## config.mk

```make
export PLATFORM = sky130hd
export DESIGN_NAME = vec_lane
export DESIGN_NICKNAME = d
export VERILOG_FILES = /design/src/source/vec_cfg_pkg.sv /design/src/source/vec_isa_pkg.sv /design/src/source/vec_lane.sv
export SDC_FILE = /design/constraint.sdc
export NUM_CORES = 1
export LEC_CHECK = 0
export BUFFER_PORTS_ARGS = -buffer_cell sky130_fd_sc_hd__buf_2
export CAP_MARGIN = 20
export CORE_MARGIN = 5
export CORE_UTILIZATION = 45
export DETAILED_ROUTE_END_ITERATION = 7
export PLACE_DENSITY_LB_ADDON = 0.2
export SKIP_LAST_GASP = 1
export SLEW_MARGIN = 20
export SYNTH_ARGS = -nofsm -noshare
export SYNTH_HDL_FRONTEND = slang
export SYNTH_SLANG_ARGS = --single-unit
```

## constraint.sdc

```tcl
create_clock -name clk_i -period 9.2 [get_ports clk_i]
set_input_delay 1.38 -clock clk_i [delete_from_list [all_inputs] [get_ports clk_i]]
set_output_delay 1.38 -clock clk_i [all_outputs]
set_load 0.1 [all_outputs]
```

## src/source/vec_cfg_pkg.sv

```systemverilog
// Vector coprocessor configuration
// Datapath sizes of the element and the register file, and the
// storage types that every block builds its ports and state on
package vec_cfg_pkg;

  ////////////////////////////////////////
  // Datapath sizes
  ////////////////////////////////////////

  // One element, one word
  localparam int unsigned ElemWidth = 32;
  // Architectural vector registers
  localparam int unsigned NrVRegs   = 8;

  ////////////////////////////////////////
  // Storage types
  ////////////////////////////////////////

  typedef logic [ElemWidth-1:0] elem_t;
  typedef logic [$clog2(NrVRegs)-1:0] vreg_t;
  // Vector length or element index
  typedef logic [7:0] vl_t;
  // Element slot inside one lane
  typedef logic [7:0] pe_idx_t;

endpackage

```

## src/source/vec_isa_pkg.sv

```systemverilog
// Vector coprocessor instruction set
// Operation encoding shared by the core interface and all processing
// elements, plus helpers that classify an operation by its result
package vec_isa_pkg;

  typedef enum logic [2:0] {
    VMV_VX  = 3'd0,
    VADD_VV = 3'd1,
    VADD_VX = 3'd2,
    VREDSUM = 3'd3,
    VCPOP   = 3'd4,
    VEXT    = 3'd5
  } vop_e;

  ////////////////////////////////////////
  // Classification
  ////////////////////////////////////////

  // Scalar result goes back to the core through the mask unit
  function automatic logic is_scalar_result(vop_e op);
    return op inside {VREDSUM, VCPOP, VEXT};
  endfunction

  // Element-wise ops that update vd
  function automatic logic writes_vd(vop_e op);
    return op inside {VMV_VX, VADD_VV, VADD_VX};
  endfunction

endpackage

```

## src/source/vec_lane.sv

```systemverilog
// Vector lane
// Holds this lane's slice of the vector register file and walks its
// element slots one per cycle, writing element-wise results into vd or
// presenting vs2 elements to the mask unit
module vec_lane #(
  parameter int unsigned NrLanes      = 4,
  parameter int unsigned ElemsPerLane = 4,
  parameter int unsigned LaneIdx      = 0
) (
  input  logic                 clk_i,
  input  logic                 rst_n_i,
  // Sequencer broadcast
  input  logic                 pe_req_valid_i,
  input  vec_isa_pkg::vop_e    pe_op_i,
  input  vec_cfg_pkg::vreg_t   pe_vd_i,
  input  vec_cfg_pkg::vreg_t   pe_vs1_i,
  input  vec_cfg_pkg::vreg_t   pe_vs2_i,
  input  vec_cfg_pkg::elem_t   pe_rs1_i,
  input  vec_cfg_pkg::vl_t     pe_vl_i,
  output logic                 lane_done_o,
  // Mask unit
  output logic                 operand_valid_o,
  output vec_cfg_pkg::elem_t   operand_o
);

  localparam int unsigned VrfDepth  = vec_cfg_pkg::NrVRegs * ElemsPerLane;
  localparam int unsigned AddrWidth = $clog2(VrfDepth);

  vec_cfg_pkg::elem_t vrf [VrfDepth];

  logic                 active_q;
  vec_cfg_pkg::pe_idx_t slot_q;
  vec_isa_pkg::vop_e    op_q;
  vec_cfg_pkg::vreg_t   vd_q;
  vec_cfg_pkg::vreg_t   vs1_q;
  vec_cfg_pkg::vreg_t   vs2_q;
  vec_cfg_pkg::elem_t   rs1_q;
  vec_cfg_pkg::vl_t     vl_q;

  vec_cfg_pkg::pe_idx_t nr_slots;
  vec_cfg_pkg::elem_t   elem_idx;
  logic                 elem_act;
  logic                 last_slot;
  logic [AddrWidth-1:0] vd_addr;
  logic [AddrWidth-1:0] vs1_addr;
  logic [AddrWidth-1:0] vs2_addr;
  vec_cfg_pkg::elem_t   alu_res;

  ////////////////////////////////////////
  // Slot walk and element-wise ALU
  ////////////////////////////////////////

  always_comb begin
    // ceil(vl / NrLanes) slots, same for every lane
    nr_slots  = vec_cfg_pkg::pe_idx_t'((vl_q + NrLanes - 1) / NrLanes);
    elem_idx  = slot_q * NrLanes + LaneIdx;
    elem_act  = elem_idx < vl_q;
    last_slot = (nr_slots == '0) || (slot_q == nr_slots - 1'b1);
    vd_addr   = AddrWidth'(vd_q * ElemsPerLane + slot_q);
    vs1_addr  = AddrWidth'(vs1_q * ElemsPerLane + slot_q);
    vs2_addr  = AddrWidth'(vs2_q * ElemsPerLane + slot_q);
    case (op_q)
      vec_isa_pkg::VMV_VX:  alu_res = rs1_q;
      vec_isa_pkg::VADD_VV: alu_res = vrf[vs1_addr] + vrf[vs2_addr];
      vec_isa_pkg::VADD_VX: alu_res = vrf[vs2_addr] + rs1_q;
      default:              alu_res = vrf[vs2_addr];
    endcase
  end

  assign lane_done_o     = active_q && last_slot;
  // Reductions take every active element, extract only the selected one
  assign operand_valid_o = active_q && elem_act &&
                           ((op_q inside {vec_isa_pkg::VREDSUM, vec_isa_pkg::VCPOP}) ||
                            (op_q == vec_isa_pkg::VEXT && elem_idx == rs1_q));
  assign operand_o       = vrf[vs2_addr];

  always_ff @(posedge clk_i or negedge rst_n_i) begin
    if (!rst_n_i) begin
      active_q <= 1'b0;
      slot_q   <= '0;
    end else if (pe_req_valid_i) begin
      active_q <= 1'b1;
      slot_q   <= '0;
    end else if (active_q) begin
      if (last_slot) begin
        active_q <= 1'b0;
      end else begin
        slot_q <= slot_q + 1'b1;
      end
    end
  end

  always_ff @(posedge clk_i) begin
    if (pe_req_valid_i) begin
      op_q  <= pe_op_i;
      vd_q  <= pe_vd_i;
      vs1_q <= pe_vs1_i;
      vs2_q <= pe_vs2_i;
      rs1_q <= pe_rs1_i;
      vl_q  <= pe_vl_i;
    end
    // Tail elements keep their old value
    if (active_q && elem_act && vec_isa_pkg::writes_vd(op_q)) begin
      vrf[vd_addr] <= alu_res;
    end
  end

  // One instruction in flight across the whole coprocessor
  a_no_req_active: assert property (@(posedge clk_i) disable iff (!rst_n_i)
    pe_req_valid_i |-> !active_q);

endmodule

```

# Yosys cells after proc, flatten, opt, wreduce, memory -nomap -nowiden
# Memory sizes are Yosys's and may differ from the RTL's.
# Index checks and enable logic that the tools add are counted.
# word_totals
input_bits,55
n_memories,1
ram_bits,1024
regBits,61
out_inout_bits,34
word_cells,49
# memory_table
memory,depth,width,read_ports,rd_clocked_by_memory_dff,wr,line_no,source
vrf,32,32,2,0,1,vec_lane.sv:29,vec_cfg_pkg::elem_t vrf [VrfDepth];
# op_classes
magnitude_cmp,1
n_addsub,9
n_mux,9
eq_ne,8
n_reduce_logical,13
# op_table
op,count
$pmux 32 s3,1
$add 32x32->32,2
$eq 10x32->1,1
$mux 8,3
$add 5x5->5,3
$lt 10x8->1,1
$sub 9x1->10 const B,1
$add 8x3->9 const B,1
$add 8x1->8 const B,1
$eq 8x8->1,1
$logic_not 8->1,1
$sub 8x1->8 const B,1
$eq 3x2->1 const B,2
$eq 3x3->1 const B,2
$logic_and 1x1->1,5
$mux 1,5
$reduce_bool 2->1,2
$eq 3x1->1 const B,1
$logic_not 3->1,1
$reduce_bool 3->1,1
$logic_or 1x1->1,2
$ne 2x2->1 const B,1
$reduce_and 2->1,1

# Longest topological paths before layout
# Gate-level depths: netlist of the first run.
# depth
ltp_word,8
mapped_depth,20
ltp_nobuf,19

# Worst setup path before layout of the first run
# Ideal clock, no wire load.
# synth_path
path_type,reg-to-reg
start,register slot_q[2]
end,"memory vrf[0][28] in the netlist's numbering, data pin"
period_less_slack_ns,7.021
required_time_ns,8.739
setup_ns,0.461
arrival_time_ns,6.561
n_path_buf,3
setup_slack_ns,2.179
stages_incl_launch_ff,19
path_cell_list,dfrtp_1 > ha_1 > buf_2 > buf_2 > buf_1 > mux4_2 > mux2_2 > ha_1 > fa_1 > a21oi_1 > o211ai_1 > a31oi_1 > o31ai_4 > a41oi_2 > o31a_1 > a21oi_4 > a31o_2 > nand4_1 > nor3b_1
# synth_between
elab_chain_len,4
word_cells_on_any_way,6
cone_classes,add/sub: 4; mux: 1; memory: 1
# synth_lines
element,line_no,source
"start, declared",vec_lane.sv:32,vec_cfg_pkg::pe_idx_t slot_q;
"start signal, assigned",vec_lane.sv:88,slot_q <= slot_q + 1'b1;
$add 5x5->5 *,vec_lane.sv:61,vs2_addr = AddrWidth'(vs2_q * ElemsPerLane + slot_q);
$mem_v2 32x32 *,n/a,
via operand_o[0],vec_lane.sv:23,output vec_cfg_pkg::elem_t operand_o
"$add 32x32->32, on equally long branches","vec_lane.sv:65, vec_lane.sv:64",
$pmux 32 s3 *,vec_lane.sv:62,case (op_q)
via alu_res[28],vec_lane.sv:47,vec_cfg_pkg::elem_t alu_res;
"end, declared",vec_lane.sv:29,
# Mark *: on every way through the listed nets, which the timed path passes. The rest lies on a longest branch.

# Worst setup path after layout of the first run
# layout_path
start,register slot_q[2]
end,"memory vrf[25][31] in the netlist's numbering, data pin"
# layout_between
elab_chain_len,4
word_cells_on_any_way,6
cone_classes,add/sub: 4; mux: 1; memory: 1
# layout_lines
element,line_no
"$add 5x5->5, on equally long branches","vec_lane.sv:61, vec_lane.sv:60"
$mem_v2 32x32 *,n/a
"$add 32x32->32, on equally long branches","vec_lane.sv:65, vec_lane.sv:64"
$pmux 32 s3 *,vec_lane.sv:62
via alu_res[31],vec_lane.sv:47
# Marked as above.

==> impl_metrics.yaml, run 1 <==
floorplan:
  row_count: 117
  fp.dieArea_um2: 109000
  chipWidth_um: 330
  ios: 89
  die_h_um: 330
  initial_core_util_pct: 45.3
  core_area_um2: 102000
timing:
  tightest_slew_ns: 1.11
  max_freq_mhz: 139
  fin_tns_setup_ns: 0
  max_slew_margin_pct: 26.3
  fin_skew_ns: 0.0341
  fin_crit_sh_pct: 78.4
  final_hold_viol_count: 0
  slew_violations: 0
  hold_slack_ns: 0.566
  rsz0062_at_grt: "false"
  setup_ws_ns: 1.99
  setup_violations: 0
  min_period_ns: 7.21
setup_path:
  critPathKind: "reg -> reg"
  critical_path_peak_fanout: 32
  start_kind: "flip-flop"
  critPathCaptureType: "flip-flop"
  crit_family: "compound AO/OA/AOI/OAI gates"
  required_ns: 9.53
  r2r-end: "vrf[25][31]"
  path_depth: 19
  r2r_cells: 19
  cp_num_buf_inv: 3
  cp.arrival_ns: 7.54
  rr_startpoint: "slot_q[2]"
  startpoint: "slot_q[2]"
  path_cells: "ha_4 > inv_1 > fa_4 > xor2_1 > xnor2_2 > buf_4 > mux2i_1 > inv_1 > ha_1 > a21oi_1 > nor2b_1 > a31oi_1 > o21ai_2 > o2111ai_1 > a31o_1 > o211a_1 > o21ai_0 > nand4_1 > and3b_1"
  cpMostUsedCell: "inv_1"
  regToRegSetupSlack_ns: 1.99
  slowest_delay_ns: 0.84
  cp-endpoint: "vrf[25][31]"
  cp_slowest_cell: "and3b_1"
clocking:
  ctsHoldBuffers: 0
  path_clk_slew_ns: 0.06
  cts_sinks: 1085
  clkLatencyLatePin_ns: 0.70
  cts_root_buffer: "clkbuf_16"
  cts-resized-gates: 0
  cts.path.max_buffers: 3
  h-tree-depth: 3
  cts_tree: "done"
  cts_buffers: 111
  cts_setup_buffers: 0
synthesis:
  yosys.area_share.simple_pct: 2.42
  ys_ff_latch: 1085
  synth-async-reset-ratio_pct: 0.829
  synth_fa_ha_area_share_pct: 1.42
  synth_compound_gate_area_share_pct: 2.63
  yosysSeqAreaShare_pct: 70.4
  synth_area_um2: 46200
  syn_avg_cell_area_um2: 20.6
  yosys.cell_types.count: 67
  syn_nets: 2348
  synth_largest_area_cell: "edfxtp_1"
  synthFlopType: "edfxtp_1"
  syn-instance-count: 2243
  synth_top_family_by_area: "multiplexers"
  synth_edf_count: 1076
  synth-xor-area-share_pct: 1.12
  synthMuxAreaShare_pct: 20.6
  synthTopCellsByArea: "edfxtp_1 70%, mux4_2 19%, ha_1 1.2%"
  synth_top_area_share_pct: 69.9
  synth_warnings: 0
job:
  maxCapViolations: 0
power:
  power_density_nw_per_um2: 312
  vdd.ir_drop.worst_mv: 0.180
  finalPower_mw: 16.4
  p_leak_nw: 16.6
place:
  place_ws_ns: 2.12
  dpl.hpwl_mm: 71.9
  place_congestion: 0.866
  io_buffers: 88
  dpl_cell_area_um2: 48900
routing:
  via_per_inst: 6.34
  drc_errors: 0
  dr.pass1.iters: 6
  ant_nets: 0
  drt_iter0_drc: 3000
  wl_per_cell_um: 33.4
  routed_wl_mm: 129
  dr_total_vias: 24500
cells_and_area:
  final_cell_mix: "1,076 x edfxtp_1, 392 x mux4_2, 112 x clkbuf_16, 89 x nand2_1, 87 x buf_2"
  final_area_um2: 52500
  final_common_cell: "edfxtp_1"
  areaGrowthSynthToFinish_pct: 13.6
  fin_nets: 2506
  drive_gt1_share_pct: 32.5
  fill_cells: 8068
  layout.area.seq_um2: 32500
  multiInputGateArea_um2: 13500
outcome:
  status: "completed"
global_routing:
  grt_pass1_vias: 24200
  grt_usage_pct: 23.7
  antenna_found_initial: 5
  grt_max_degree: 117
  grt_pass1_wl_mm: 180
  overflow: 0
hold_path:
  hp-class: "in -> async"
metal layers:
metal / wire [um] / global-route usage [%] / up-vias / share of wire [%]
li1: - / - / 9786 / -
met1: 53000 / 34.8 / 13300 / 41
met2: 58500 / 35.4 / 1256 / 45
met3: 13800 / 6.30 / 219 / 11
met4: 3970 / 6.77 / 0 / 3.1
met5: 0 / 0 / - / 0
worst min path at each step:
stage,from,end,slack (ns),cells after the start
2_1_floorplan,slot_q[7],slot_q[7],0.64,3
3_3_place_gp,slot_q[6],slot_q[6],0.68,2
3_5_place_dp,slot_q[6],slot_q[6],0.70,2
4_1_cts,rst_n_i,slot_q[1],0.52,1
5_1_grt,rst_n_i,slot_q[3],0.54,1
6_report,rst_n_i,slot_q[3],0.57,1
synth_stat cells, types with 4 or more instances:
master and count:
or3_1 4, ha_1 46, dfrtp_1 9, xnor2_1 34
nor2_1 91, nand2b_1 7, mux2i_1 37, nor4_1 8
buf_2 35, inv_1 24, nor2b_1 5, mux4_2 392
clkbuf_1 62, nand4_1 13, mux2_2 30, o21ai_0 59
nand2_1 89, a21o_1 21, a31oi_1 14, a21oi_1 58
xor2_1 23, o211ai_1 4, buf_4 6, and3_1 5
nor3_1 10, buf_1 18, fa_1 4, nand3_1 8
edfxtp_1 1076
worst reg2reg max path: cells and delay by family (launching register included):
kind / cells / cell delay (ns)
AO/OA/AOI/OAI: 7 / 1.81
XOR/XNOR: 2 / 1.01
adder cells (fa/ha/maj): 3 / 1.02
buffers and inverters: 3 / 0.82
flip-flops: 1 / 0.62
multiplexers: 1 / 0.53
AND/OR/NAND/NOR: 3 / 1.03
metrics by stage:
stage | utilization [%] | cells
final | 51.5 | 3868
after global routing | 51.5 | 3865
after CTS | 51.4 | 3865
after detailed placement | 47.9 | 3656
after global placement | 47.9 | 3656
after floorplan | - | 2243
where the power goes:
part	internal, mW	switching [mW]
sequential	6.56	0.113
combinational	1.84	3.44
clock	2.51	1.89
flip-flops by register name (all words and copies together), names as in the netlist:
name	flops
vl_q	8
vd_q	3
active_q	1
rs1_q	32
vrf	1024
vs1_q	3
slot_q	8
vs2_q	3
op_q	3
kinds of logic after synthesis:
family / count (synthesis)
compound gates: 193
xor+xnor: 58
fa+ha+maj: 50
buf+inv: 146
flops: 1085
mux: 459
simple gates: 252
cell type report:
cell class / instances / share of cell area (%)
Antenna cell: 3 / 0.0143
Clock buffer: 129 / 5.46
Clock inverter: 80 / 1.32
Inverter: 24 / 0.172
Multi-Input combinational cell: 1012 / 25.7
Sequential cell: 1085 / 62.0
Tap cell: 1368 / 3.26
Timing Repair Buffer: 167 / 2.09
(Power assumes the default switching activity.)
==> run 2, diff against run 1 <==
clock period = 6.2 ns   (was 9.2 ns; I/O delays follow)
==> impl_metrics.yaml, run 2 (same netlist as run 1, synthesis figures left out) <==
clocking:
  path_clk_slew_ns: 0.06
  cts.path.max_buffers: 3
  clkLatencyLatePin_ns: 0.70
  cts_tree: "done"
  cts_buffers: 110
  ctsHoldBuffers: 0
  cts_root_buffer: "clkbuf_16"
  h-tree-depth: 3
  cts_sinks: 1085
routing:
  wl_per_cell_um: 33.2
  drt_iter0_drc: 3256
  ant_nets: 0
  dr_total_vias: 25200
  via_per_inst: 6.32
  dr.pass1.iters: 7
  drc_errors: 0
  routed_wl_mm: 132
hold_path:
  hp-class: "in -> async"
cells_and_area:
  largest_reg_flops: 1024
  utilization_pct: 52.9
  drive_gt1_share_pct: 36.1
  final_common_cell: "edfxtp_1"
  multiInputGateArea_um2: 13500
  reg.largest.list: "vrf: 1024 flops, rs1_q: 32 flops"
  areaGrowthSynthToFinish_pct: 16.7
  largest_register: "vrf"
  layout.area.seq_um2: 32500
  final_cell_mix: "1,076 x edfxtp_1, 392 x mux4_2, 161 x buf_4, 110 x clkbuf_16, 89 x nand2_1"
  fill_cells: 7913
  fin_nets: 2629
timing:
  min_period_ns: 5.93
  max_freq_mhz: 169
  fin_skew_ns: 0.0360
  tightest_slew_ns: 1.01
  rsz0062_at_grt: "false"
  setup_violations: 0
  final_hold_viol_count: 0
  fin_crit_sh_pct: 95.7
  fin_tns_setup_ns: 0
  slew_violations: 0
  max_slew_margin_pct: 33.0
place:
  place_congestion: 0.903
  io_buffers: 88
  dpl.hpwl_mm: 79.0
setup_path:
  cp.arrival_ns: 6.30
  critPathKind: "reg -> reg"
  critical_path_peak_fanout: 16
  critPathCaptureType: "flip-flop"
  required_ns: 6.57
  start_kind: "flip-flop"
power:
  p_switching_mw: 8.37
  clockPowerShare_pct: 26.2
  vdd.ir_drop.worst_mv: 0.459
  p_comb_share_pct: 34.7
  p_sw_share_pct: 33.3
  finalPower_mw: 25.2
  p_int_mw: 16.8
  sequentialPowerShare_pct: 39.1
  p_leak_nw: 17.3
  power_density_nw_per_um2: 467
floorplan:
  initial_core_util_pct: 45.3
  row_count: 117
  chipWidth_um: 330
  fp.dieArea_um2: 109000
  ios: 89
  die_h_um: 330
  core_area_um2: 102000
global_routing:
  grt_usage_pct: 24.3
  grt_pass1_wl_mm: 186
  grt_max_degree: 68
  antenna_found_initial: 3
  grt_pass1_vias: 25000
  overflow: 0
job:
  maxCapViolations: 0
outcome:
  status: "completed"
-- run 2: metal layers --
metal / wire [um] / vias up / global-route usage, %
li1: - / 10000 / -
met1: 54700 / 13600 / 35.8
met2: 60100 / 1312 / 37.2
met3: 12600 / 259 / 5.16
met4: 4580 / 0 / 6.98
met5: 0 / - / 0
-- run 2: final cells by class --
class                      count  share of cell area (%)
timing repair buffer         290                    4.62
multi-input combinational   1013                    25.0
clock inverter                73                    1.40
tap                         1368                    3.18
clock buffer                 128                    5.23
antenna                        1                 0.00464
inverter                      24                   0.167
sequential                  1085                    60.4
-- run 2: path summary, 6_finish.rpt --
check / startpoint / to / slack, ns / cells past startpoint
min in group clk_i: pe_rs1_i[14] / rs1_q[14] / 0.42 / 1
hold / removal: rst_n_i / active_q / 0.11 / 1
setup / recovery: slot_q[2] / vrf[1][28] / 0.27 / 21
hold reg to reg: slot_q[6] / slot_q[6] / 0.71 / 2
max in group asynchronous: rst_n_i / slot_q[1] / 5.84 / 1
setup reg to reg: slot_q[2] / vrf[1][28] / 0.27 / 21
-- run 2: worst max-delay path, cell delays in order (launching register included) --
cell and delay (ns):
dfrtp_1 0.39, buf_4 0.15, ha_4 0.11, inv_1 0.04, fa_4 0.89, mux4_2 0.33, mux2i_1 0.14, o21ai_0 0.10
ha_1 0.30, fa_1 0.44, a21oi_1 0.22, o211ai_1 0.17, a31oi_1 0.23, buf_4 0.17, o31ai_4 0.06, a41oi_2 0.21
buf_4 0.16, o31a_1 0.24, a21oi_4 0.10, a31o_2 0.27, nor4_1 0.60, nor3b_2 0.30
-- run 2: power by group through the flow --
stage	Sequential (mW)	Clock, mW	Combinational [mW]
3_5_place_dp	10.0	0	8.62
5_1_grt	9.86	7.04	9.30
4_1_cts	9.85	6.71	8.65
3_3_place_gp	10.0	0	8.44
6_report	9.85	6.59	8.72
2_1_floorplan	9.98	0	5.59
-- run 2: repair_timing --
| action | CTS | global route |
|---|---|---|
| setup buffers | 0 | 1 |
| setup endpoints to repair | 0 | 64 |
| gates resized for setup | 0 | 3 |
-- run 2: through the flow --
stage,worst slack [ns],hold WS [ns],std cells,area (um2)
after floorplan,0.0626,0.634,2243,46200
after global placement,0.144,0.679,3778,50200
after detailed placement,0.0772,0.709,3778,50200
after CTS,0.00676,0.0573,3979,53800
after global routing,0.0555,0.0869,3981,53900
final,0.269,0.110,3982,53900
